### src/scan_if.sv
//******************************
// raster position and pixel strobes
//******************************
`timescale 1ns/1ps

interface scan_if;
    logic [7:0] x;            // active column 0..255
    logic [7:0] y;            // active row 0..223
    logic       pix_valid;    // one pulse per active pixel
    logic       frame_start;  // with the pixel at (0,0)

    // scan generator side
    modport src (
        output x, y, pix_valid, frame_start
    );

    // renderer side
    modport dst (
        input x, y, pix_valid, frame_start
    );
endinterface

### src/scan_timing.sv
//******************************
// raster walker, one strobe per pixel
//******************************
`timescale 1ns/1ps

module scan_timing #(
    parameter int cycles_per_pixel = 4,  // >= 4, renderer needs the room
    parameter int h_total          = 272,
    parameter int v_total          = 232
) (
    input  logic hclk,
    input  logic rst_n,
    scan_if.src  scan
);
    localparam int h_active = 256;
    localparam int v_active = 224;
    localparam int div_w    = $clog2(cycles_per_pixel);
    localparam int h_w      = $clog2(h_total);
    localparam int v_w      = $clog2(v_total);

    logic [div_w-1:0] div_cnt;  // cycles within one pixel
    logic [h_w-1:0]   h_cnt;    // raster column incl. blanking
    logic [v_w-1:0]   v_cnt;    // raster row incl. blanking
    logic             div_last;
    logic             h_last;
    logic             v_last;
    logic             pix_start;

    assign div_last  = int'(div_cnt) == cycles_per_pixel - 1;
    assign h_last    = int'(h_cnt) == h_total - 1;
    assign v_last    = int'(v_cnt) == v_total - 1;
    // first cycle of a pixel inside the visible area
    assign pix_start = (div_cnt == '0) && (int'(h_cnt) < h_active) && (int'(v_cnt) < v_active);

    always_ff @(posedge hclk) begin
        if (!rst_n) begin
            div_cnt          <= '0;
            h_cnt            <= '0;
            v_cnt            <= '0;
            scan.x           <= '0;
            scan.y           <= '0;
            scan.pix_valid   <= 1'b0;
            scan.frame_start <= 1'b0;
        end else begin
            scan.pix_valid   <= pix_start;
            scan.frame_start <= pix_start && (h_cnt == '0) && (v_cnt == '0);
            if (pix_start) begin
                scan.x <= h_cnt[7:0];  // x/y only move on visible pixels
                scan.y <= v_cnt[7:0];
            end
            if (div_last) begin
                div_cnt <= '0;
                if (h_last) begin
                    h_cnt <= '0;
                    v_cnt <= v_last ? '0 : v_cnt + 1'b1;  // wrap to next frame
                end else begin
                    h_cnt <= h_cnt + 1'b1;
                end
            end else begin
                div_cnt <= div_cnt + 1'b1;
            end
        end
    end

endmodule

### src/flat_wrapper.sv
// flat-port wrapper written by rule: the top's interface ports become plain ports
module scan_timing_flat 
#(
    parameter int cycles_per_pixel = 4,                                  
    parameter int h_total          = 272,
    parameter int v_total          = 232
)
  (hclk, rst_n, scan_x, scan_y, scan_pix_valid, scan_frame_start);
  scan_if scan_i ();
  input  logic hclk;
  input  logic rst_n;
  output wire logic [$bits(scan_i.x)-1:0] scan_x;
  output wire logic [$bits(scan_i.y)-1:0] scan_y;
  output wire logic [$bits(scan_i.pix_valid)-1:0] scan_pix_valid;
  output wire logic [$bits(scan_i.frame_start)-1:0] scan_frame_start;
  assign scan_x = scan_i.x;
  assign scan_y = scan_i.y;
  assign scan_pix_valid = scan_i.pix_valid;
  assign scan_frame_start = scan_i.frame_start;
  scan_timing #(.cycles_per_pixel(cycles_per_pixel), .h_total(h_total), .v_total(v_total)) u_core (.hclk(hclk), .rst_n(rst_n), .scan(scan_i));
endmodule
### config.mk
export PLATFORM = sky130hd
export DESIGN_NAME = scan_timing_flat
export DESIGN_NICKNAME = d
export VERILOG_FILES = /design/src/scan_if.sv /design/src/scan_timing.sv /design/src/flat_wrapper.sv
export SDC_FILE = /design/constraint.sdc
export NUM_CORES = 1
export LEC_CHECK = 0
export ABC_AREA = 0
export BUFFER_PORTS_ARGS = -buffer_cell sky130_fd_sc_hd__buf_2
export CORE_MARGIN = 3
export CORE_UTILIZATION = 59
export CTS_BUF_LIST = sky130_fd_sc_hd__clkbuf_4
export DETAILED_ROUTE_END_ITERATION = 6
export GPL_ROUTABILITY_DRIVEN = 0
export PLACE_DENSITY = 0.92
export SLEW_MARGIN = 30
export SYNTH_ARGS = -nofsm -noshare
export SYNTH_HDL_FRONTEND = slang
export SYNTH_SLANG_ARGS = --single-unit
### constraint.sdc
create_clock -name hclk -period 2 [get_ports hclk]
set_input_delay 0.4 -clock hclk [delete_from_list [all_inputs] [get_ports hclk]]
set_output_delay 0.4 -clock hclk [all_outputs]
set_load 0.005 [all_outputs]
==> results of run 1 <==
-- worst max-delay path by stage --
stage	from	to	slack, ns	depth (start not counted)
3_5_place_dp	u_core.h_cnt[0]	u_core.v_cnt[3]	0.17	5
5_1_grt	u_core.h_cnt[0]	u_core.v_cnt[3]	0.05	5
3_3_place_gp	u_core.h_cnt[0]	u_core.v_cnt[3]	0.25	5
6_report	u_core.h_cnt[0]	u_core.v_cnt[3]	0.19	5
4_1_cts	u_core.h_cnt[0]	u_core.v_cnt[3]	0.15	5
2_1_floorplan	u_core.div_cnt[0]	u_core.v_cnt[3]	0.30	7
-- report_power, final --
group	internal, mW	switching [mW]	leakage, nW	total (mW)
Clock	0.141	0.231	0.0292	0.372
Combinational	0.0416	0.0716	0.362	0.113
Sequential	0.755	0.0100	0.299	0.765
-- sequential cells by signal (all words and copies together) (netlist names) --
signal	cells
u_core.div_cnt	2
u_core.h_cnt	9
u_core.scan.frame_start	1
u_core.scan.pix_valid	1
u_core.scan.x	8
u_core.scan.y	8
u_core.v_cnt	8
-- area by class of cell --
cell class | instances | area, um2 | share of cell area, %
clock buffers | 6 | 45.0 | 2.52
inverters | 8 | 30.0 | 1.68
well taps | 30 | 37.5 | 2.10
clock inverters | 1 | 3.75 | 0.210
flip-flops and latches | 37 | 741 | 41.4
repair buffers | 24 | 133 | 7.42
multi-input cells | 132 | 798 | 44.6
-- repair_timing --
item	in CTS	in global routing
resized for setup	0	1
endpoints found under the setup margin	0	1
hold buffers	0	0
-- logic make-up after synthesis --
logic type	Yosys count
AO/OA/AOI/OAI	28
XOR/XNOR	9
adder cells (fa/ha/maj)	6
buffers and inverters	18
flip-flops	37
multiplexers	1
AND/OR/NAND/NOR	88
-- routing by layer --
layer  routed length, um  track usage (%)
met5                   0                0
met4                 110             11.9
met3                 227             8.24
met2                1670             37.0
met1                1410             25.5
-- Yosys cell counts (3+ instances only) --
cell type  number
or3_1           3
clkbuf_1        5
or4_1           5
nand3_1         7
xor2_1          4
nand2b_1        3
ha_1            6
buf_2           4
a21oi_1        13
and2_1          3
nor2_1         11
xnor2_1         5
dfxtp_1        37
nand2_1        39
inv_1           8
o21ai_0         4
a21boi_0        7
nand4_1         3
-- critical path: cells and delay by family, from the launching register on --
family | cells | cell delay (ns)
AND/OR/NAND/NOR | 3 | 0.96
flip-flops | 1 | 0.44
adder cells (fa/ha/maj) | 1 | 0.22
AO/OA/AOI/OAI | 1 | 0.13
-- through the flow --
step	hold slack [ns]	total power, mW
after floorplan	0.426	0.856
after global placement	0.436	0.887
after detailed placement	0.446	0.894
after CTS	0.384	1.25
after global routing	0.400	1.30
final	0.386	1.25
==> results.tsv, run 1 <==
metric	value	unit
status	finished, final reports clean	
worst_slack	0.191	ns
synth_edf_count	0	
final_area	1790	um2
p_leak	0.690	nW
instances_no_fill	238	
worstMarginPinSlew	0.495	ns
ant_nets	0	
fmax	553	MHz
ctsLongestPathBuffers	2	
ff2ff_path_depth	5	
die_w	58.3	um
cts_tree	built	
critPathMaxFanout	14	
cp-start-kind	flop	
area_growth	10.9	%
track_usage	22.6	%
ys.flop_type	dfxtp_1	
drive_gt1_share	17.3	%
final_util	70.3	%
ys_top_cells_by_area	dfxtp_1, nand2_1, ha_1	
r2r_start	u_core.h_cnt[0]	
slew_headroom	66.9	%
cts_buffers	5	
postPlaceCellArea	1730	um2
drc_errors	0	
yosysTopAreaCellShare	46.0	%
clock_skew	0.0106	ns
place_hpwl	2500	um
syn_area	1610	um2
synthXorXnorAreaFrac	4.89	%
synth_mux_area_share	0.621	%
r2r_end	u_core.v_cnt[3]	
grt_first_pass_wirelength	5730	um
fin_crit	1.81	ns
synthArstFlopShare	0	%
rsz0062_at_grt	false	
initialDrtViolationCount	83	
finalCritPeriodShare	90.4	%
hold_end	u_core.v_cnt[4]	
cts_setup_buffers	0	
start_util	63.3	%
synth_seq_cells	37	
h-tree-depth	2	
crit_type	flop to flop	
core_area	2540	um2
clk_pin_slew	0.11	ns
ir_drop	0.609	mV
avgSynthCellArea	8.62	um2
synth_nets	195	
vias	1395	
n_antenna_cell	0	
firstDrtPassIters	5	
num_rows	18	
yosys.area.top_type	dfxtp_1	
slew_viol_final	0	
tns	0	ns
ys_types	36	
clock_sinks	37	
hold_depth	3	
fillers	204	
critPathRequiredTime	2.29	ns
synth_warnings	0	
final_common_cell	nand2_1	
clkLatencyLatePin	0.35	ns
synth_cells	187	
dp_cells	231	
hold_viol_final	0	
critPathCaptureType	flop	
r2r_slack	0.19	ns
wl	3420	um
final_cell_mix	nand2_1, dfxtp_1, buf_2, a21oi_1, nor2_1	
pre_cts_slack	0.169	ns
synth_top_family_by_area	simple AND/OR/NAND/NOR gates	
grt_max_degree	18	
cp_slowest_stage_delay	0.53	ns
grt_pass1_vias	1324	
cts-root-buf	clkbuf_4	
grt_antenna_before_repair	0	
max-cap-violations	0	
yosys.area_share.simple	28.1	%
setup-violations-final	0	
io-pin-count	20	
synth_fa_ha_area_share	4.66	%
die_h	58.3	um
worstPathArrival	2.10	ns
avgRoutedWirePerCell	14.4	um
final_nets	216	
synth_compound_area_share	10.8	%
power.density	699	nW/um2
synth-seq-area-share	46.0	%
holdCritStartpoint	rst_n	
dieArea	3390	um2
cp_cell_sequence	ha_1 -> and4_1 -> nand3_4 -> or4_1 -> a21oi_1	
hp-class	input pin to flop	
port_buffers	19	
grt_overflow	0	
vias_per_cell	5.86	
cp_slowest_cell	or4_1	
(Power assumes the default switching activity.)
==> inputs of run 2 (changes only) <==
--- a/config.mk
+++ b/config.mk
@@ -8,11 +8,13 @@
 export ABC_AREA = 0
 export BUFFER_PORTS_ARGS = -buffer_cell sky130_fd_sc_hd__buf_2
 export CORE_MARGIN = 3
-export CORE_UTILIZATION = 59
+export CORE_UTILIZATION = 55
 export CTS_BUF_LIST = sky130_fd_sc_hd__clkbuf_4
 export DETAILED_ROUTE_END_ITERATION = 6
 export GPL_ROUTABILITY_DRIVEN = 0
-export PLACE_DENSITY = 0.92
+export MAX_ROUTING_LAYER = met4
+export PLACE_DENSITY = 0.87
+export RECOVER_POWER = 100
 export SLEW_MARGIN = 30
 export SYNTH_ARGS = -nofsm -noshare
 export SYNTH_HDL_FRONTEND = slang
==> run 2 against run 1 <==
Global-route usage fell by 2.9 points. Highest routed layer unchanged. Clock power rose by 35%. Die area rose by 6.5%. Worst setup slack got worse by 0.050 ns. Sequential share of layout area rose by 0.12 points. Critical endpoint unchanged.
==> results.tsv, run 2 (synthesis results as in run 1) <==
metric	value	unit
status	finished, final reports clean	
hold_end	u_core.scan.x[3]	
ctsLongestPathBuffers	2	
largest_reg_flops	9	
hold_viol_final	0	
post_cts_resized	0	
cp-start-kind	flop	
dp_cells	232	
final_common_cell	nand2_1	
area_growth	10.6	%
avgRoutedWirePerCell	12.8	um
finalCritPeriodShare	92.9	%
clock_skew	0.00695	ns
tns	0	ns
hp-class	flop to flop	
max-cap-violations	0	
port_buffers	19	
track_usage	19.7	%
critPathMaxFanout	14	
instances_no_fill	240	
cts-root-buf	clkbuf_4	
grt_pass1_vias	1176	
hold_depth	2	
start_util	57.9	%
drive_gt1_share	9.57	%
cp_cell_sequence	ha_1 -> and4_1 -> nand3_2 -> or4_1 -> a21oi_1	
worstPathArrival	2.12	ns
h-tree-depth	2	
drc_errors	0	
firstDrtPassIters	4	
vias_per_cell	5.50	
cts_setup_buffers	0	
ff2ff_path_depth	5	
r2r_slack	0.14	ns
io-pin-count	20	
wl	3070	um
r2r_start	u_core.h_cnt[1]	
setup-violations-final	0	
crit_type	flop to flop	
initialDrtViolationCount	82	
cp_slowest_stage_delay	0.57	ns
grt_overflow	0	
worst_slack	0.141	ns
rsz0062_at_grt	false	
die_h	60.1	um
slew_headroom	62.5	%
place_hpwl	2210	um
cts_tree	built	
holdCritStartpoint	u_core.scan.x[3]	
grt_first_pass_wirelength	5180	um
cts_buffers	5	
n_antenna_cell	0	
fin_crit	1.86	ns
hold_slack	0.457	ns
cp_slowest_cell	or4_1	
ctsHoldBuffers	0	
core_area	2780	um2
largest_register	u_core.h_cnt	
crit_buf_inv	0	
grt_antenna_before_repair	0	
power.density	770	nW/um2
clk_pin_slew	0.10	ns
crit_family	simple AND/OR/NAND/NOR gates	
ir_drop	0.949	mV
ant_nets	0	
r2r_end	u_core.v_cnt[3]	
critPathCaptureType	flop	
clkLatencyLatePin	0.33	ns
final_cell_mix	nand2_1, dfxtp_1, clkbuf_1, a21oi_1, nor2_1	
slew_viol_final	0	
worstMarginPinSlew	0.562	ns
path_depth	5	
die_w	60.1	um
grt_max_degree	18	
num_rows	19	
p_leak	0.630	nW
dieArea	3620	um2
clock_sinks	37	
critPathRequiredTime	2.26	ns
vias	1320	
fmax	538	MHz
final_nets	216	
pre_cts_slack	0.173	ns
run 2: changes by cell type in the layout (fill, tap and decap cells not counted), sizes merged:
cell,before,now
clkbuf,6,23
bufinv,0,1
buf,24,7
run 2: worst max-delay path by stage:
stage	from	to	slack (ns)
6_report	u_core.h_cnt[1]	u_core.v_cnt[3]	0.14
2_1_floorplan	u_core.div_cnt[0]	u_core.v_cnt[3]	0.30
5_1_grt	u_core.div_cnt[0]	u_core.scan.y[3]	0.02
4_1_cts	u_core.h_cnt[0]	u_core.v_cnt[3]	0.14
3_5_place_dp	u_core.h_cnt[0]	u_core.v_cnt[3]	0.17
3_3_place_gp	u_core.h_cnt[0]	u_core.v_cnt[3]	0.24
run 2: final cells by class:
class,count,area (um2)
Multi-Input combinational cell,132,791
Timing Repair Buffer,24,104
Fill cell,251,998
Inverter,8,30.0
Clock inverter,2,33.8
Tap cell,31,38.8
Clock buffer,6,45.0
Sequential cell,37,741
run 2: worst register-to-register path, delay by kind of cell, from the launching register on:
kind,cells,cell delay [ns]
and+or+nand+nor,3,1.05
AOI/OAI and AO/OA,1,0.13
adders and majority gates,1,0.20
DFF,1,0.42
run 2: power breakdown:
group / internal (mW) / switching [mW]
Combinational: 0.0354 / 0.0708
Clock: 0.274 / 0.229
Sequential: 0.755 / 0.00951
run 2: metal layers:
metal	share of wire, %	vias up	GRT usage (%)
met2	47	31	30.1
met5	0	-	-
met1	48	612	25.0
met3	4.7	4	5.18
met4	0.82	0	6.65
li1	-	673	-
run 2: metrics by stage:
step,cell area (um2),power [mW],util (%)
final,1780,1.37,64.1
after global routing,1780,1.43,64.1
after CTS,1810,1.39,65.1
after detailed placement,1730,0.895,62.3
after global placement,1730,0.892,62.3
after floorplan,1610,0.856,-
==> inputs of run 3 (changes only) <==
--- a/config.mk
+++ b/config.mk
@@ -8,12 +8,12 @@
 export ABC_AREA = 0
 export BUFFER_PORTS_ARGS = -buffer_cell sky130_fd_sc_hd__buf_2
 export CORE_MARGIN = 3
-export CORE_UTILIZATION = 55
+export CORE_UTILIZATION = 59
 export CTS_BUF_LIST = sky130_fd_sc_hd__clkbuf_4
 export DETAILED_ROUTE_END_ITERATION = 6
 export GPL_ROUTABILITY_DRIVEN = 0
 export MAX_ROUTING_LAYER = met4
-export PLACE_DENSITY = 0.87
+export PLACE_DENSITY = 0.92
 export RECOVER_POWER = 100
 export SLEW_MARGIN = 30
 export SYNTH_ARGS = -nofsm -noshare
==> run 3 against run 2 <==
Combinational power hardly changed. Flip-flop and latch count unchanged. Power shrank 9.3%. Global-route usage rose by 3.6 points. Worst hold slack worse by 0.063 ns. Largest power group unchanged. Highest routed layer unchanged.
==> results.tsv, run 3 (synthesis results as in run 1) <==
metric	value	unit
rsz0062_at_grt	false	
clk_pin_slew	0.10	ns
cts-root-buf	clkbuf_4	
dieArea	3390	um2
power	1.25	mW
initialDrtViolationCount	85	
critPathRequiredTime	2.29	ns
setup-violations-final	0	
final_area	1770	um2
ant_nets	0	
worstMarginPinSlew	0.499	ns
final_cell_mix	nand2_1, dfxtp_1, a21oi_1, buf_2, nor2_1	
final_nets	216	
final_util	69.5	%
place_hpwl	2500	um
largest_reg_flops	9	
vias	1395	
num_rows	18	
track_usage	23.3	%
core_area	2540	um2
die_w	58.3	um
critPathLaunch	u_core.h_cnt[1]	
postPlaceCellArea	1730	um2
fillers	212	
avgRoutedWirePerCell	14.4	um
fin_crit	1.80	ns
clkLatencyLatePin	0.35	ns
cts_tree	built	
die_h	58.3	um
cp-start-kind	flop	
dp_cells	231	
critPathMaxFanout	14	
slew_headroom	66.7	%
pre_cts_slack	0.169	ns
grt_pass1_vias	1325	
ctsHoldBuffers	0	
cts_buffers	5	
final_common_cell	nand2_1	
max-cap-violations	0	
clock_skew	0.00819	ns
port_buffers	19	
slew_viol_final	0	
hold_viol_final	0	
hp-class	input pin to flop	
grt_first_pass_wirelength	5730	um
h-tree-depth	2	
drive_gt1_share	13.0	%
instances_no_fill	238	
cts_setup_buffers	0	
n_antenna_cell	0	
largest_register	u_core.h_cnt	
holdCritStartpoint	rst_n	
worstPathArrival	2.09	ns
ir_drop	0.609	mV
critPathCaptureType	flop	
r2r_start	u_core.h_cnt[1]	
io-pin-count	20	
p_leak	0.650	nW
hold_slack	0.394	ns
drc_errors	0	
vias_per_cell	5.86	
area_growth	9.78	%
status	finished, final reports clean	
ctsLongestPathBuffers	2	
post_cts_resized	0	
power.density	704	nW/um2
fmax	554	MHz
grt_max_degree	18	
start_util	63.3	%
worst_slack	0.196	ns
clock_sinks	37	
finalCritPeriodShare	90.2	%
tns	0	ns
crit_type	flop to flop	
grt_antenna_before_repair	0	
wl	3420	um
firstDrtPassIters	4	
grt_overflow	0	
run 3: cell types whose count changed in the layout (fill, tap and decap cells not counted):
cell,delta
and2_1,+1
buf_2,+7
bufinv_16,-1
and2_0,-1
clkbuf_1,-8
nand3_2,-1
nand3_4,+1
clkbuf_2,+1
run 3: area by class of cell:
type | count | area (um2) | area share (%)
multi-input combinational | 132 | 798 | 45.1
sequential | 37 | 741 | 41.9
timing repair buffer | 24 | 114 | 6.44
clock buffer | 6 | 45.0 | 2.55
tap | 30 | 37.5 | 2.12
inverter | 8 | 30.0 | 1.70
clock inverter | 1 | 3.75 | 0.212
run 3: path summary, 6_finish.rpt:
path / end / cells after the start / slack, ns
worst min register to register: u_core.scan.x[4] / 2 / 0.46
worst min-delay path: u_core.v_cnt[4] / 3 / 0.39
worst max-delay path: u_core.v_cnt[3] / 5 / 0.20
worst max register to register: u_core.v_cnt[3] / 5 / 0.20
run 3: layer usage:
layer	GRT usage (%)	part of all wire (%)	vias to the layer above
met1	25.5	41	653
met5	-	0	-
met4	11.9	3.3	0
met3	8.24	7.3	19
met2	37.0	49	53
li1	-	-	670
run 3: worst max-delay path: stages (launching register included):
cell     delay, ns
dfxtp_1       0.43
ha_1          0.22
and4_1        0.27
nand3_4       0.16
or4_1         0.53
a21oi_1       0.13
run 3: power breakdown:
group | internal (mW) | switching [mW]
Sequential | 0.755 | 0.0101
Combinational | 0.0372 | 0.0718
Clock | 0.141 | 0.231
