File: config.mk
export PLATFORM = sky130hd
export DESIGN_NAME = text_renderer_flat
export DESIGN_NICKNAME = d
export VERILOG_FILES = /design/src/textdisp_pkg.sv /design/src/scan_if.sv /design/src/text_renderer.sv /design/src/flat_wrapper.sv
export SDC_FILE = /design/constraint.sdc
export NUM_CORES = 1
export LEC_CHECK = 0
export ABC_AREA = 1
export BUFFER_PORTS_ARGS = -buffer_cell sky130_fd_sc_hd__clkbuf_2
export CELL_PAD_IN_SITES_DETAIL_PLACEMENT = 2
export CELL_PAD_IN_SITES_GLOBAL_PLACEMENT = 2
export CORE_MARGIN = 8
export CORE_UTILIZATION = 24
export CTS_CLUSTER_DIAMETER = 30
export CTS_CLUSTER_SIZE = 25
export DETAILED_ROUTE_END_ITERATION = 12
export PLACE_DENSITY_LB_ADDON = 0.1
export SKIP_CTS_REPAIR_TIMING = 1
export SLEW_MARGIN = 20
export SYNTH_ARGS = -nofsm -noshare
export SYNTH_HDL_FRONTEND = slang
export SYNTH_SLANG_ARGS = --single-unit
File: constraint.sdc
create_clock -name hclk -period 2.55 [get_ports hclk]
set_input_delay 0.51 -clock hclk [delete_from_list [all_inputs] [get_ports hclk]]
set_output_delay 0.51 -clock hclk [all_outputs]
set_load 0.01 [all_outputs]
File: src/textdisp_pkg.sv
//******************************
// memory map, colours and command code of the text display
//******************************

package textdisp_pkg;

    // 2 KB shared memory, byte addressed
    typedef logic [10:0] mem_addr_t;

    // char buffer: 32x28 cells, {row, col}
    localparam mem_addr_t char_base = 11'h000;
    // logo rom: 2 bytes per row, 4 rows
    localparam mem_addr_t logo_base = 11'h380;
    // font rom: {glyph, row}, bit n = pixel column n
    localparam mem_addr_t font_base = 11'h400;

    // pixel in bgr 5:5:5
    typedef logic [14:0] color_t;

    localparam color_t color_back   = 15'b00000_00000_00000;  // black
    localparam color_t color_text   = 15'b10000_11111_11111;  // yellow
    localparam color_t color_cursor = 15'b10000_11000_11111;  // orange
    localparam color_t color_logo   = 15'b00000_10011_11111;

    // command field sits in reg_char_di[31:24]
    localparam logic [1:0] cmd_put_char = 2'd0;

    // codes >= 0x80 fall back to the last glyph
    localparam logic [2:0] glyph_fallback = 3'd7;

endpackage
File: src/scan_if.sv
//******************************
// raster position and pixel strobes
//******************************
`timescale 1ns/1ps

interface scan_if;
    logic [7:0] x;            // active column 0..255
    logic [7:0] y;            // active row 0..223
    logic       pix_valid;    // one pulse per active pixel
    logic       frame_start;  // with the pixel at (0,0)

    // scan generator side
    modport src (
        output x, y, pix_valid, frame_start
    );

    // renderer side
    modport dst (
        input x, y, pix_valid, frame_start
    );
endinterface

File: src/text_renderer.sv
//******************************
// pixel fetch fsm: char, font/logo, colour
//******************************
`timescale 1ns/1ps

module text_renderer #(
    parameter int logo_x = 120,  // logo window origin
    parameter int logo_y = 210
) (
    input  logic                      hclk,
    input  logic                      rst_n,
    scan_if.dst                       scan,
    input  logic [7:0]                rd_data,
    output textdisp_pkg::mem_addr_t   rd_addr,
    output textdisp_pkg::color_t      color,
    output logic                      color_valid
);
    localparam int logo_w = 16;
    localparam int logo_h = 4;

    typedef enum logic [1:0] {
        st_idle,        // wait for pixel, char address on the bus
        st_fetch_font,  // char code back, ask for glyph row
        st_fetch_logo,  // ask for logo byte
        st_output       // byte back, pick the bit
    } state_t;

    state_t                    state;
    logic [7:0]                lx;
    logic [7:0]                ly;
    logic                      in_logo;
    logic [2:0]                glyph;
    logic                      pix_bit;
    textdisp_pkg::mem_addr_t   char_addr;
    logic                      logo_sel;   // this pixel comes from the logo
    logic [2:0]                logo_byte;  // {row, half}
    logic [2:0]                logo_off;
    logic [2:0]                x_off;
    logic                      cursor;

    // position relative to the logo origin
    assign lx = scan.x - 8'(logo_x);
    assign ly = scan.y - 8'(logo_y);

    assign in_logo = (int'(scan.x) >= logo_x) && (int'(scan.x) < logo_x + logo_w) &&
                     (int'(scan.y) >= logo_y) && (int'(scan.y) < logo_y + logo_h);

    assign char_addr = textdisp_pkg::char_base + {1'b0, scan.y[7:3], scan.x[7:3]};
    // only 8 glyphs in the rom
    assign glyph     = rd_data[7] ? textdisp_pkg::glyph_fallback : rd_data[2:0];
    assign pix_bit   = logo_sel ? rd_data[logo_off] : rd_data[x_off];

    // read address follows the state
    always_comb begin
        case (state)
            st_fetch_font: rd_addr = textdisp_pkg::font_base + {5'd0, glyph, scan.y[2:0]};
            st_fetch_logo: rd_addr = textdisp_pkg::logo_base + {8'd0, logo_byte};
            default:       rd_addr = char_addr;
        endcase
    end

    // per-pixel values worked out while the char byte is read
    always_ff @(posedge hclk) begin
        if (state == st_idle && scan.pix_valid) begin
            logo_sel  <= in_logo;
            logo_byte <= {ly[1:0], lx[3]};
            logo_off  <= lx[2:0];
            x_off     <= scan.x[2:0];
            cursor    <= scan.x[7:3] == 5'd0;  // leftmost cell column
        end
    end

    always_ff @(posedge hclk) begin
        if (!rst_n) begin
            state       <= st_idle;
            color       <= textdisp_pkg::color_back;
            color_valid <= 1'b0;
        end else begin
            color_valid <= 1'b0;
            case (state)
                st_idle: begin
                    if (scan.pix_valid) begin
                        state <= in_logo ? st_fetch_logo : st_fetch_font;
                    end
                end
                st_fetch_font, st_fetch_logo: state <= st_output;
                st_output: begin
                    state       <= st_idle;
                    color_valid <= 1'b1;  // 3 cycles after pix_valid
                    if (logo_sel) begin
                        color <= pix_bit ? textdisp_pkg::color_logo : textdisp_pkg::color_back;
                    end else if (pix_bit) begin
                        color <= cursor ? textdisp_pkg::color_cursor : textdisp_pkg::color_text;
                    end else begin
                        color <= textdisp_pkg::color_back;
                    end
                end
                default: state <= st_idle;
            endcase
        end
    end

endmodule

File: src/flat_wrapper.sv
// flat-port wrapper written by rule: the top's interface ports become plain ports
module text_renderer_flat 
#(
    parameter int logo_x = 120,                       
    parameter int logo_y = 210
)
  (hclk, rst_n, rd_data, rd_addr, color, color_valid, scan_x, scan_y, scan_pix_valid, scan_frame_start);
  scan_if scan_i ();
  input  logic hclk;
  input  logic rst_n;
  input  logic [7:0] rd_data;
  output textdisp_pkg::mem_addr_t rd_addr;
  output textdisp_pkg::color_t color;
  output logic color_valid;
  input wire logic [$bits(scan_i.x)-1:0] scan_x;
  input wire logic [$bits(scan_i.y)-1:0] scan_y;
  input wire logic [$bits(scan_i.pix_valid)-1:0] scan_pix_valid;
  input wire logic [$bits(scan_i.frame_start)-1:0] scan_frame_start;
  assign scan_i.x = scan_x;
  assign scan_i.y = scan_y;
  assign scan_i.pix_valid = scan_pix_valid;
  assign scan_i.frame_start = scan_frame_start;
  text_renderer #(.logo_x(logo_x), .logo_y(logo_y)) u_core (.hclk(hclk), .rst_n(rst_n), .scan(scan_i), .rd_data(rd_data), .rd_addr(rd_addr), .color(color), .color_valid(color_valid));
endmodule
==> flow_summary_export.csv, run 1 <==
group,metric,value,unit
power,swShare,39.8,%
sta,setup_violations,0,
worst_setup_path,cpMaxStageDelayCell,"ha_2",
worst_setup_path,cp_slowest_stage_delay,0.44,ns
clock_network,cts_root_buf,"clkbuf_8",
die,start_util,24.8,%
synth,synth_cell_type_count,20,
grt,grt-ovfl-total,0,
power,pwr-share-clk,21.2,%
run,cap_viol_max_count,0,
routing,via_count,992,
worst_setup_path,cpLargestDelayFamily,"adder cells",
worst_setup_path,cp-end-kind,"output pin",
sta,finalSetupTns,0,ns
power,power-per-cell-area,728,nW/um^2
routing,drtIter0Drc,32,
worst_setup_path,worst-path-buf-inv,3,
place,place_ws,0.373,ns
sta,max_freq,431,MHz
die,rows,23,
die,coreArea,3970,um^2
power,p_switching,0.000367,W
place,port_buffers,49,
worst_hold_path,min_path_cells,1,
power,leakagePower,0.686,nW
die,die_h,80.1,um
die,die-area,6410,um^2
power,intPower,0.000554,W
clock_network,clock_path_buffers,2,
power,vdd_drop_max,252,uV
routing,wl_per_cell,14.1,um
die,io_pins,55,
outcome,outcome,"completed",
cells_and_area,layout-drive-gt1-share,31.8,%
worst_setup_path,required,2.04,ns
die,die_w,80.1,um
sta,finalHoldViolations,0,
worst_setup_path,path_cells,"inv_1, ha_2, nand2_1, inv_1, o21ai_0, o21ai_0, clkbuf_2",
sta,rsz0062_at_grt,"no",
clock_network,path_clk_slew,0.07,ns
synth,netlist_area,985,um^2
synth,syn-mean-instance-area,7.29,um^2
clock_network,cts_tree,"built",
routing,routed_wl,3230,um
routing,first_pass_iters,2,
worst_hold_path,hp-class,"in -> reg",
power,power_frac_comb,43.8,%
cells_and_area,nNetsFinal,213,
clock_network,clk_latency,0.25,ns
grt,antenna_found_initial,0,
place,place_congestion,0.686,
routing,drc_errors,0,
cells_and_area,antenna_cells,0,
grt,grt_pass1_wl,5350,um
worst_setup_path,critPathArrivalTime,1.81,ns
sta,period_needed,2.32,ns
worst_setup_path,reg2reg_depth,6,
clock_network,ctsHtreeMaxLevel,1,
synth,syn_inst,135,
routing,ant_nets,0,
cells_and_area,fill_cells,513,
grt,grt_max_degree,11,
sta,fin_crit_sh,90.9,%
place,dpl.hpwl,2840,um
grt,grt_pass1_vias,1149,
worst_setup_path,worstSetupPathType,"reg -> out",
synth,synth-seq-area-share,38.6,%
synth,ys_warn_count,0,
sta,drv_slew,0,
grt,grtUsageTotal,10.6,%
sta,timing.hold.ws,0.435,ns
worst_setup_path,crit_cells,7,
power,p_seq_share,35.0,%
clock_network,cts_sinks,15,
sta,skew,0.00315,ns
sta,setup_slack,0.232,ns
worst_setup_path,start_kind,"register",
synth,ys_seq_elements,15,
clock_network,numCtsBuffers,3,
worst_setup_path,cp_max_fo,10,
routing,viasPerCell,4.33,
cells_and_area,areaGrowthSynthToFinish,28.5,%
registers in the layout, indices dropped and copies added (netlist names):
name	count
u_core.logo_byte	3
u_core.cursor	1
u_core.color	4
u_core.logo_sel	1
u_core.x_off	3
u_core.color_valid	1
u_core.state	2
cell families after synthesis:
group / synth area share (%)
AO/OA/AOI/OAI: 11.2
adder cells (fa/ha/maj): 6.35
buffers and inverters: 19.2
flip-flops: 38.6
other: 0.381
AND/OR/NAND/NOR: 24.3
cell usage after synthesis, drive strengths merged:
cell | n | area [um^2]
nand3b | 2 | 18.8
o21ai | 12 | 60.1
conb | 1 | 3.75
nand2 | 31 | 116
dfxtp | 7 | 140
or2 | 2 | 12.5
ha | 5 | 62.6
nor2 | 7 | 26.3
inv | 27 | 101
edfxtp | 8 | 240
nor3 | 1 | 5.00
nand3 | 7 | 35.0
buf | 12 | 87.6
o211ai | 2 | 15.0
a21oi | 7 | 35.0
nand4 | 4 | 25.0
power by group through the flow:
stage	Combinational, W	Sequential (W)	Clock [W]
2_1_floorplan	0.000250	0.000322	0
3_3_place_gp	0.000400	0.000325	0
3_5_place_dp	0.000415	0.000327	0
4_1_cts	0.000416	0.000323	0.000203
5_1_grt	0.000465	0.000328	0.000210
6_report	0.000403	0.000322	0.000195
final timing paths:
path / from / endpoint / slack [ns]
worst max-delay path: u_core.state[1] / rd_addr[5] / 0.23
worst min-delay path: scan_x[0] / u_core.x_off[0] / 0.43
worst max register to register: u_core.state[1] / u_core.state[1] / 1.02
worst min register to register: u_core.color[7] / u_core.color[7] / 0.48
layout make-up:
class,count,area (um^2),share of cell area (%)
inverter,27,101,8.01
clock buffer,3,41.3,3.26
tap,50,62.6,4.95
multi-input combinational,84,429,33.9
clock inverter,1,5.00,0.396
timing repair buffer,49,245,19.4
sequential,15,380,30.1
worst reg2reg max path: stages (launching register included):
cell	delay (ns)
dfxtp_1	0.39
inv_1	0.11
ha_2	0.44
inv_1	0.12
o21ai_0	0.16
inv_1	0.08
a21oi_1	0.17
layout by cell type (no fill, tap or decap), drive strengths merged:
master and instances:
nand4 4, o211ai 2, nor3 1, clkbuf 52, or2 2, ha 5
dfxtp 7, nor2 7, nand3 7, edfxtp 8, inv 27, a21oi 7
o21ai 12, nand3b 2, clkinv 1, nand2 31, conb 4
through the flow:
| step | area, um^2 | std cells | utilization, % | total power (W) |
|---|---|---|---|---|
| after floorplan | 996 | 138 | - | 0.000572 |
| after global placement | 1220 | 225 | 30.6 | 0.000725 |
| after detailed placement | 1220 | 225 | 30.6 | 0.000742 |
| after CTS | 1260 | 229 | 31.8 | 0.000943 |
| after global routing | 1260 | 229 | 31.9 | 0.00100 |
| final | 1260 | 229 | 31.9 | 0.000921 |
metal layers:
metal	up-vias	share of wire (%)	GRT usage [%]
li1	499	-	-
met1	459	39	10.6
met2	32	53	19.7
met3	2	7.4	2.68
met4	0	1.2	4.91
met5	-	0	0
(Power assumes the default switching activity.)
==> run 2: changes to the inputs <==
==> constraint.sdc (replaced) <==
create_clock -name hclk -period 2.55 [get_ports hclk]
set_input_delay 0.51 -clock hclk [delete_from_list [all_inputs] [get_ports hclk]]
set_output_delay 0.51 -clock hclk [all_outputs]
set_load 0.1 [all_outputs]
==> flow_summary_export.csv, run 2 (synthesized netlist as in run 1, its figures left out) <==
group,metric,value,unit
sta,finalHoldViolations,0,
sta,drv_slew,0,
worst_setup_path,critPathArrivalTime,1.91,ns
sta,fin_crit_sh,95.0,%
routing,drtIter0Drc,33,
sta,timing.hold.ws,0.439,ns
cells_and_area,largest_reg_flops,4,
die,coreArea,3970,um^2
clock_network,path_clk_slew,0.07,ns
run,cap_viol_max_count,0,
routing,via_count,991,
cells_and_area,antenna_cells,0,
place,place_congestion,0.833,
sta,worst_slew_pin_slew,0.549,ns
clock_network,clock_path_buffers,2,
cells_and_area,layout_commonest_cell,"clkbuf_2",
grt,grt_pass1_vias,1132,
die,die_w,80.1,um
worst_setup_path,cp_max_fo,10,
cells_and_area,top_regs,"u_core.color: 4 flops, u_core.logo_byte: 3 flops, u_core.x_off: 3 flops",
place,placed_cell_area,1270,um^2
worst_hold_path,min_path_cells,1,
cells_and_area,fill_cells,497,
routing,first_pass_iters,4,
cells_and_area,layout-drive-gt1-share,35.8,%
outcome,outcome,"completed",
sta,setup_slack,0.128,ns
clock_network,cts_root_buf,"clkbuf_8",
routing,routed_wl,3110,um
grt,antenna_found_initial,0,
die,rows,23,
power,vdd_drop_max,453,uV
place,place_ws,0.365,ns
sta,setup_violations,0,
grt,grt-ovfl-total,0,
grt,grt_pass1_wl,5000,um
sta,skew,0.00551,ns
cells_and_area,max_flop_register,"u_core.color",
die,die_h,80.1,um
sta,period_needed,2.42,ns
worst_setup_path,worstSetupPathType,"reg -> out",
place,dpl.hpwl,2730,um
die,io_pins,55,
cells_and_area,areaGrowthSynthToFinish,33.4,%
clock_network,cts_sinks,15,
worst_setup_path,start_kind,"register",
sta,max_freq,413,MHz
cells_and_area,nNetsFinal,213,
routing,ant_nets,0,
worst_setup_path,required,2.04,ns
worst_setup_path,reg2reg_depth,6,
worst_hold_path,hp-class,"in -> reg",
sta,slew_headroom,63.5,%
clock_network,ctsHtreeMaxLevel,1,
die,die-area,6410,um^2
clock_network,clk_latency,0.25,ns
cells_and_area,finalInstanceArea,1310,um^2
cells_and_area,layout_common_cells,"clkbuf_2 (44), nand2_1 (30), inv_1 (24)",
clock_network,numCtsBuffers,3,
power,power-per-cell-area,1220,nW/um^2
cells_and_area,final_core_util,33.1,%
sta,rsz0062_at_grt,"no",
clock_network,cts_tree,"built",
grt,grtUsageTotal,9.91,%
routing,viasPerCell,4.33,
place,port_buffers,49,
grt,grt_max_degree,11,
die,start_util,24.8,%
routing,wl_per_cell,13.6,um
worst_setup_path,cp-end-kind,"output pin",
routing,drc_errors,0,
power,leakagePower,0.696,nW
run 2: changes by cell type in the layout (fill, tap and decap cells not counted), moves of 2 or more:
cell,delta
o21ai_0,-5
inv_1,-2
o21ai_1,+4
dfxtp_1,-2
ha_4,+2
buf_4,+5
clkbuf_2,-5
run 2: routing by layer:
| layer | up-vias | track usage [%] | routed length [um] |
|---|---|---|---|
| li1 | 502 | - | - |
| met1 | 450 | 9.49 | 1170 |
| met2 | 37 | 18.2 | 1590 |
| met3 | 2 | 3.57 | 301 |
| met4 | 0 | 4.91 | 40 |
| met5 | - | 0 | 0 |
run 2: area by class of cell:
cell class                 count  area [um^2]  share of cell area [%]
multi-input combinational     84          458                    34.9
sequential                    15          385                    29.3
timing repair buffer          49          258                    19.6
inverter                      27          104                    7.90
tap                           50         62.6                    4.76
clock buffer                   3         41.3                    3.14
clock inverter                 1         5.00                   0.381
run 2: final timing paths:
path | startpoint | end | slack (ns)
max | u_core.state[1] | rd_addr[2] | 0.13
min | scan_x[1] | u_core.x_off[1] | 0.44
min reg2reg | u_core.color[7] | u_core.color[7] | 0.47
max reg2reg | u_core.state[1] | u_core.state[1] | 1.24
run 2: through the flow:
| step | cells | total power [W] | setup TNS, ns |
|---|---|---|---|
| final | 229 | 0.00161 | 0 |
| after global routing | 229 | 0.00168 | 0 |
| after CTS | 229 | 0.00163 | 0 |
| after detailed placement | 225 | 0.00143 | 0 |
| after global placement | 225 | 0.00142 | 0 |
| after floorplan | 138 | 0.00125 | -0.760 |
run 2: worst max-delay path, cell delays in order (launching register included):
cell      delay (ns)
dfxtp_2         0.39
inv_4           0.06
ha_4            0.34
nand2_1         0.13
inv_1           0.13
nand2_1         0.07
nand3_1         0.08
clkbuf_2        0.46
run 2: power breakdown:
group	switching, W	internal (W)	total, W
combinational	0.000880	0.000195	0.00108
clock	0.0000903	0.000108	0.000199
sequential	0.0000309	0.000300	0.000331
==> run 3: changes to the inputs <==
--- a/config.mk
+++ b/config.mk
@@ -9,6 +9,7 @@
 export BUFFER_PORTS_ARGS = -buffer_cell sky130_fd_sc_hd__clkbuf_2
 export CELL_PAD_IN_SITES_DETAIL_PLACEMENT = 2
 export CELL_PAD_IN_SITES_GLOBAL_PLACEMENT = 2
+export CORE_ASPECT_RATIO = 1.5
 export CORE_MARGIN = 8
 export CORE_UTILIZATION = 24
 export CTS_CLUSTER_DIAMETER = 30
==> constraint.sdc (replaced) <==
create_clock -name hclk -period 2.55 [get_ports hclk]
set_input_delay 0.1275 -clock hclk [delete_from_list [all_inputs] [get_ports hclk]]
set_output_delay 0.1275 -clock hclk [all_outputs]
set_load 0.1 [all_outputs]
==> flow_summary_export.csv, run 3 (synthesized netlist as in run 1, its figures left out) <==
group,metric,value,unit
place,place_congestion,0.733,
cells_and_area,fin_cells,224,
worst_setup_path,cp_slowest_stage_delay,0.50,ns
outcome,outcome,"completed",
die,start_util,24.9,%
cells_and_area,areaGrowthSynthToFinish,27.6,%
clock_network,cts_sinks,15,
cells_and_area,layout_common_cells,"clkbuf_2 (48), nand2_1 (31), inv_1 (26)",
die,die_h,94.5,um
clock_network,clk_latency,0.25,ns
cells_and_area,antenna_cells,0,
cells_and_area,layout_commonest_cell,"clkbuf_2",
clock_network,cts_root_buf,"clkbuf_8",
place,dpl.hpwl,2880,um
sta,fin_crit_sh,93.3,%
cells_and_area,max_flop_register,"u_core.color",
clock_network,ctsHtreeMaxLevel,1,
cells_and_area,top_regs,"u_core.color: 4 flops, u_core.logo_byte: 3 flops, u_core.x_off: 3 flops",
routing,drtIter0Drc,20,
grt,antenna_found_initial,0,
sta,finalHoldViolations,0,
sta,period_needed,2.38,ns
routing,wl_per_cell,14.4,um
place,placed_cell_area,1210,um^2
worst_setup_path,critPathArrivalTime,2.25,ns
sta,worst_slew_pin_slew,0.560,ns
cells_and_area,finalInstanceArea,1260,um^2
die,coreArea,3960,um^2
sta,slew_headroom,62.8,%
die,rows,28,
worst_setup_path,cpLargestDelayFamily,"buffers and inverters",
routing,first_pass_iters,2,
cells_and_area,fill_cells,486,
grt,grtUsageTotal,10.4,%
worst_setup_path,worst-path-buf-inv,3,
grt,grt_pass1_vias,1162,
clock_network,cts_tree,"built",
place,placed_cells,220,
place,port_buffers,49,
cells_and_area,layout-drive-gt1-share,31.3,%
worst_setup_path,required,2.42,ns
run,cap_viol_max_count,0,
die,io_pins,55,
routing,routed_wl,3230,um
routing,viasPerCell,4.58,
sta,skew,0.00470,ns
grt,grt_pass1_wl,5160,um
cells_and_area,largest_reg_flops,4,
worst_setup_path,worstSetupPathType,"reg -> out",
grt,grt-ovfl-total,0,
worst_setup_path,path_cells,"inv_1, ha_1, nand2_1, inv_1, nand2_1, o211ai_1, clkbuf_2",
routing,via_count,1025,
sta,max_freq,421,MHz
worst_setup_path,cpMaxStageDelayCell,"ha_1",
worst_hold_path,hp-class,"in -> reg",
power,power-per-cell-area,1220,nW/um^2
power,vdd_drop_max,580,uV
clock_network,clock_path_buffers,2,
worst_setup_path,cp-end-kind,"output pin",
die,die-area,6450,um^2
worst_setup_path,start_kind,"register",
sta,rsz0062_at_grt,"no",
sta,setup_violations,0,
cells_and_area,nNetsFinal,213,
die,die_w,68.3,um
routing,ant_nets,0,
sta,drv_slew,0,
grt,grt_max_degree,11,
clock_network,numCtsBuffers,3,
clock_network,path_clk_slew,0.06,ns
power,leakagePower,0.688,nW
power,power,0.00153,W
routing,drc_errors,0,
worst_setup_path,cp_max_fo,10,
run 3: cell types whose count changed in the layout (fill, tap and decap cells not counted), moves of 4 or more:
cell,change
buf_4,-5
clkbuf_2,+4
o21ai_0,+5
o21ai_1,-4
run 3: cell type report:
cell class                      instances  area (um^2)  area share [%]
Multi-Input combinational cell         84          427            34.0
Sequential cell                        15          380            30.3
Timing Repair Buffer                   49          245            19.5
Inverter                               27          101            8.07
Tap cell                               45         56.3            4.48
Clock buffer                            3         41.3            3.29
Clock inverter                          1         5.00           0.398
run 3: power by group:
group | leakage (nW) | internal [W] | total, W | switching [W]
sequential | 0.133 | 0.000296 | 0.000322 | 0.0000263
combinational | 0.529 | 0.000144 | 0.00102 | 0.000873
clock | 0.0255 | 0.000108 | 0.000192 | 0.0000841
total | 0.688 | 0.000548 | 0.00153 | 0.000984
run 3: metal layers:
layer	part of all wire (%)	global-route usage, %	vias up
met5	0	0	-
met3	8.0	2.49	6
met1	36	10.1	479
met4	2.5	5.83	0
li1	-	-	499
met2	54	18.9	41
run 3: per-stage QoR:
step | hold slack (ns) | util [%] | setup WS (ns) | TNS (ns)
after floorplan | 0.225 | - | -0.559 | -3.20
after global placement | 0.307 | 30.6 | 0.478 | 0
after detailed placement | 0.310 | 30.6 | 0.396 | 0
after CTS | 0.0511 | 31.7 | 0.111 | 0
after global routing | 0.0441 | 31.7 | 0.0151 | 0
final | 0.0588 | 31.7 | 0.172 | 0
run 3: final timing paths:
check	start	to	slack [ns]	depth (start not counted)
setup reg to reg	u_core.state[1]	u_core.state[0]	0.92	6
hold reg to reg	u_core.color[7]	u_core.color[7]	0.48	2
setup / recovery	u_core.state[1]	rd_addr[1]	0.17	7
hold / removal	scan_x[0]	u_core.x_off[0]	0.06	1
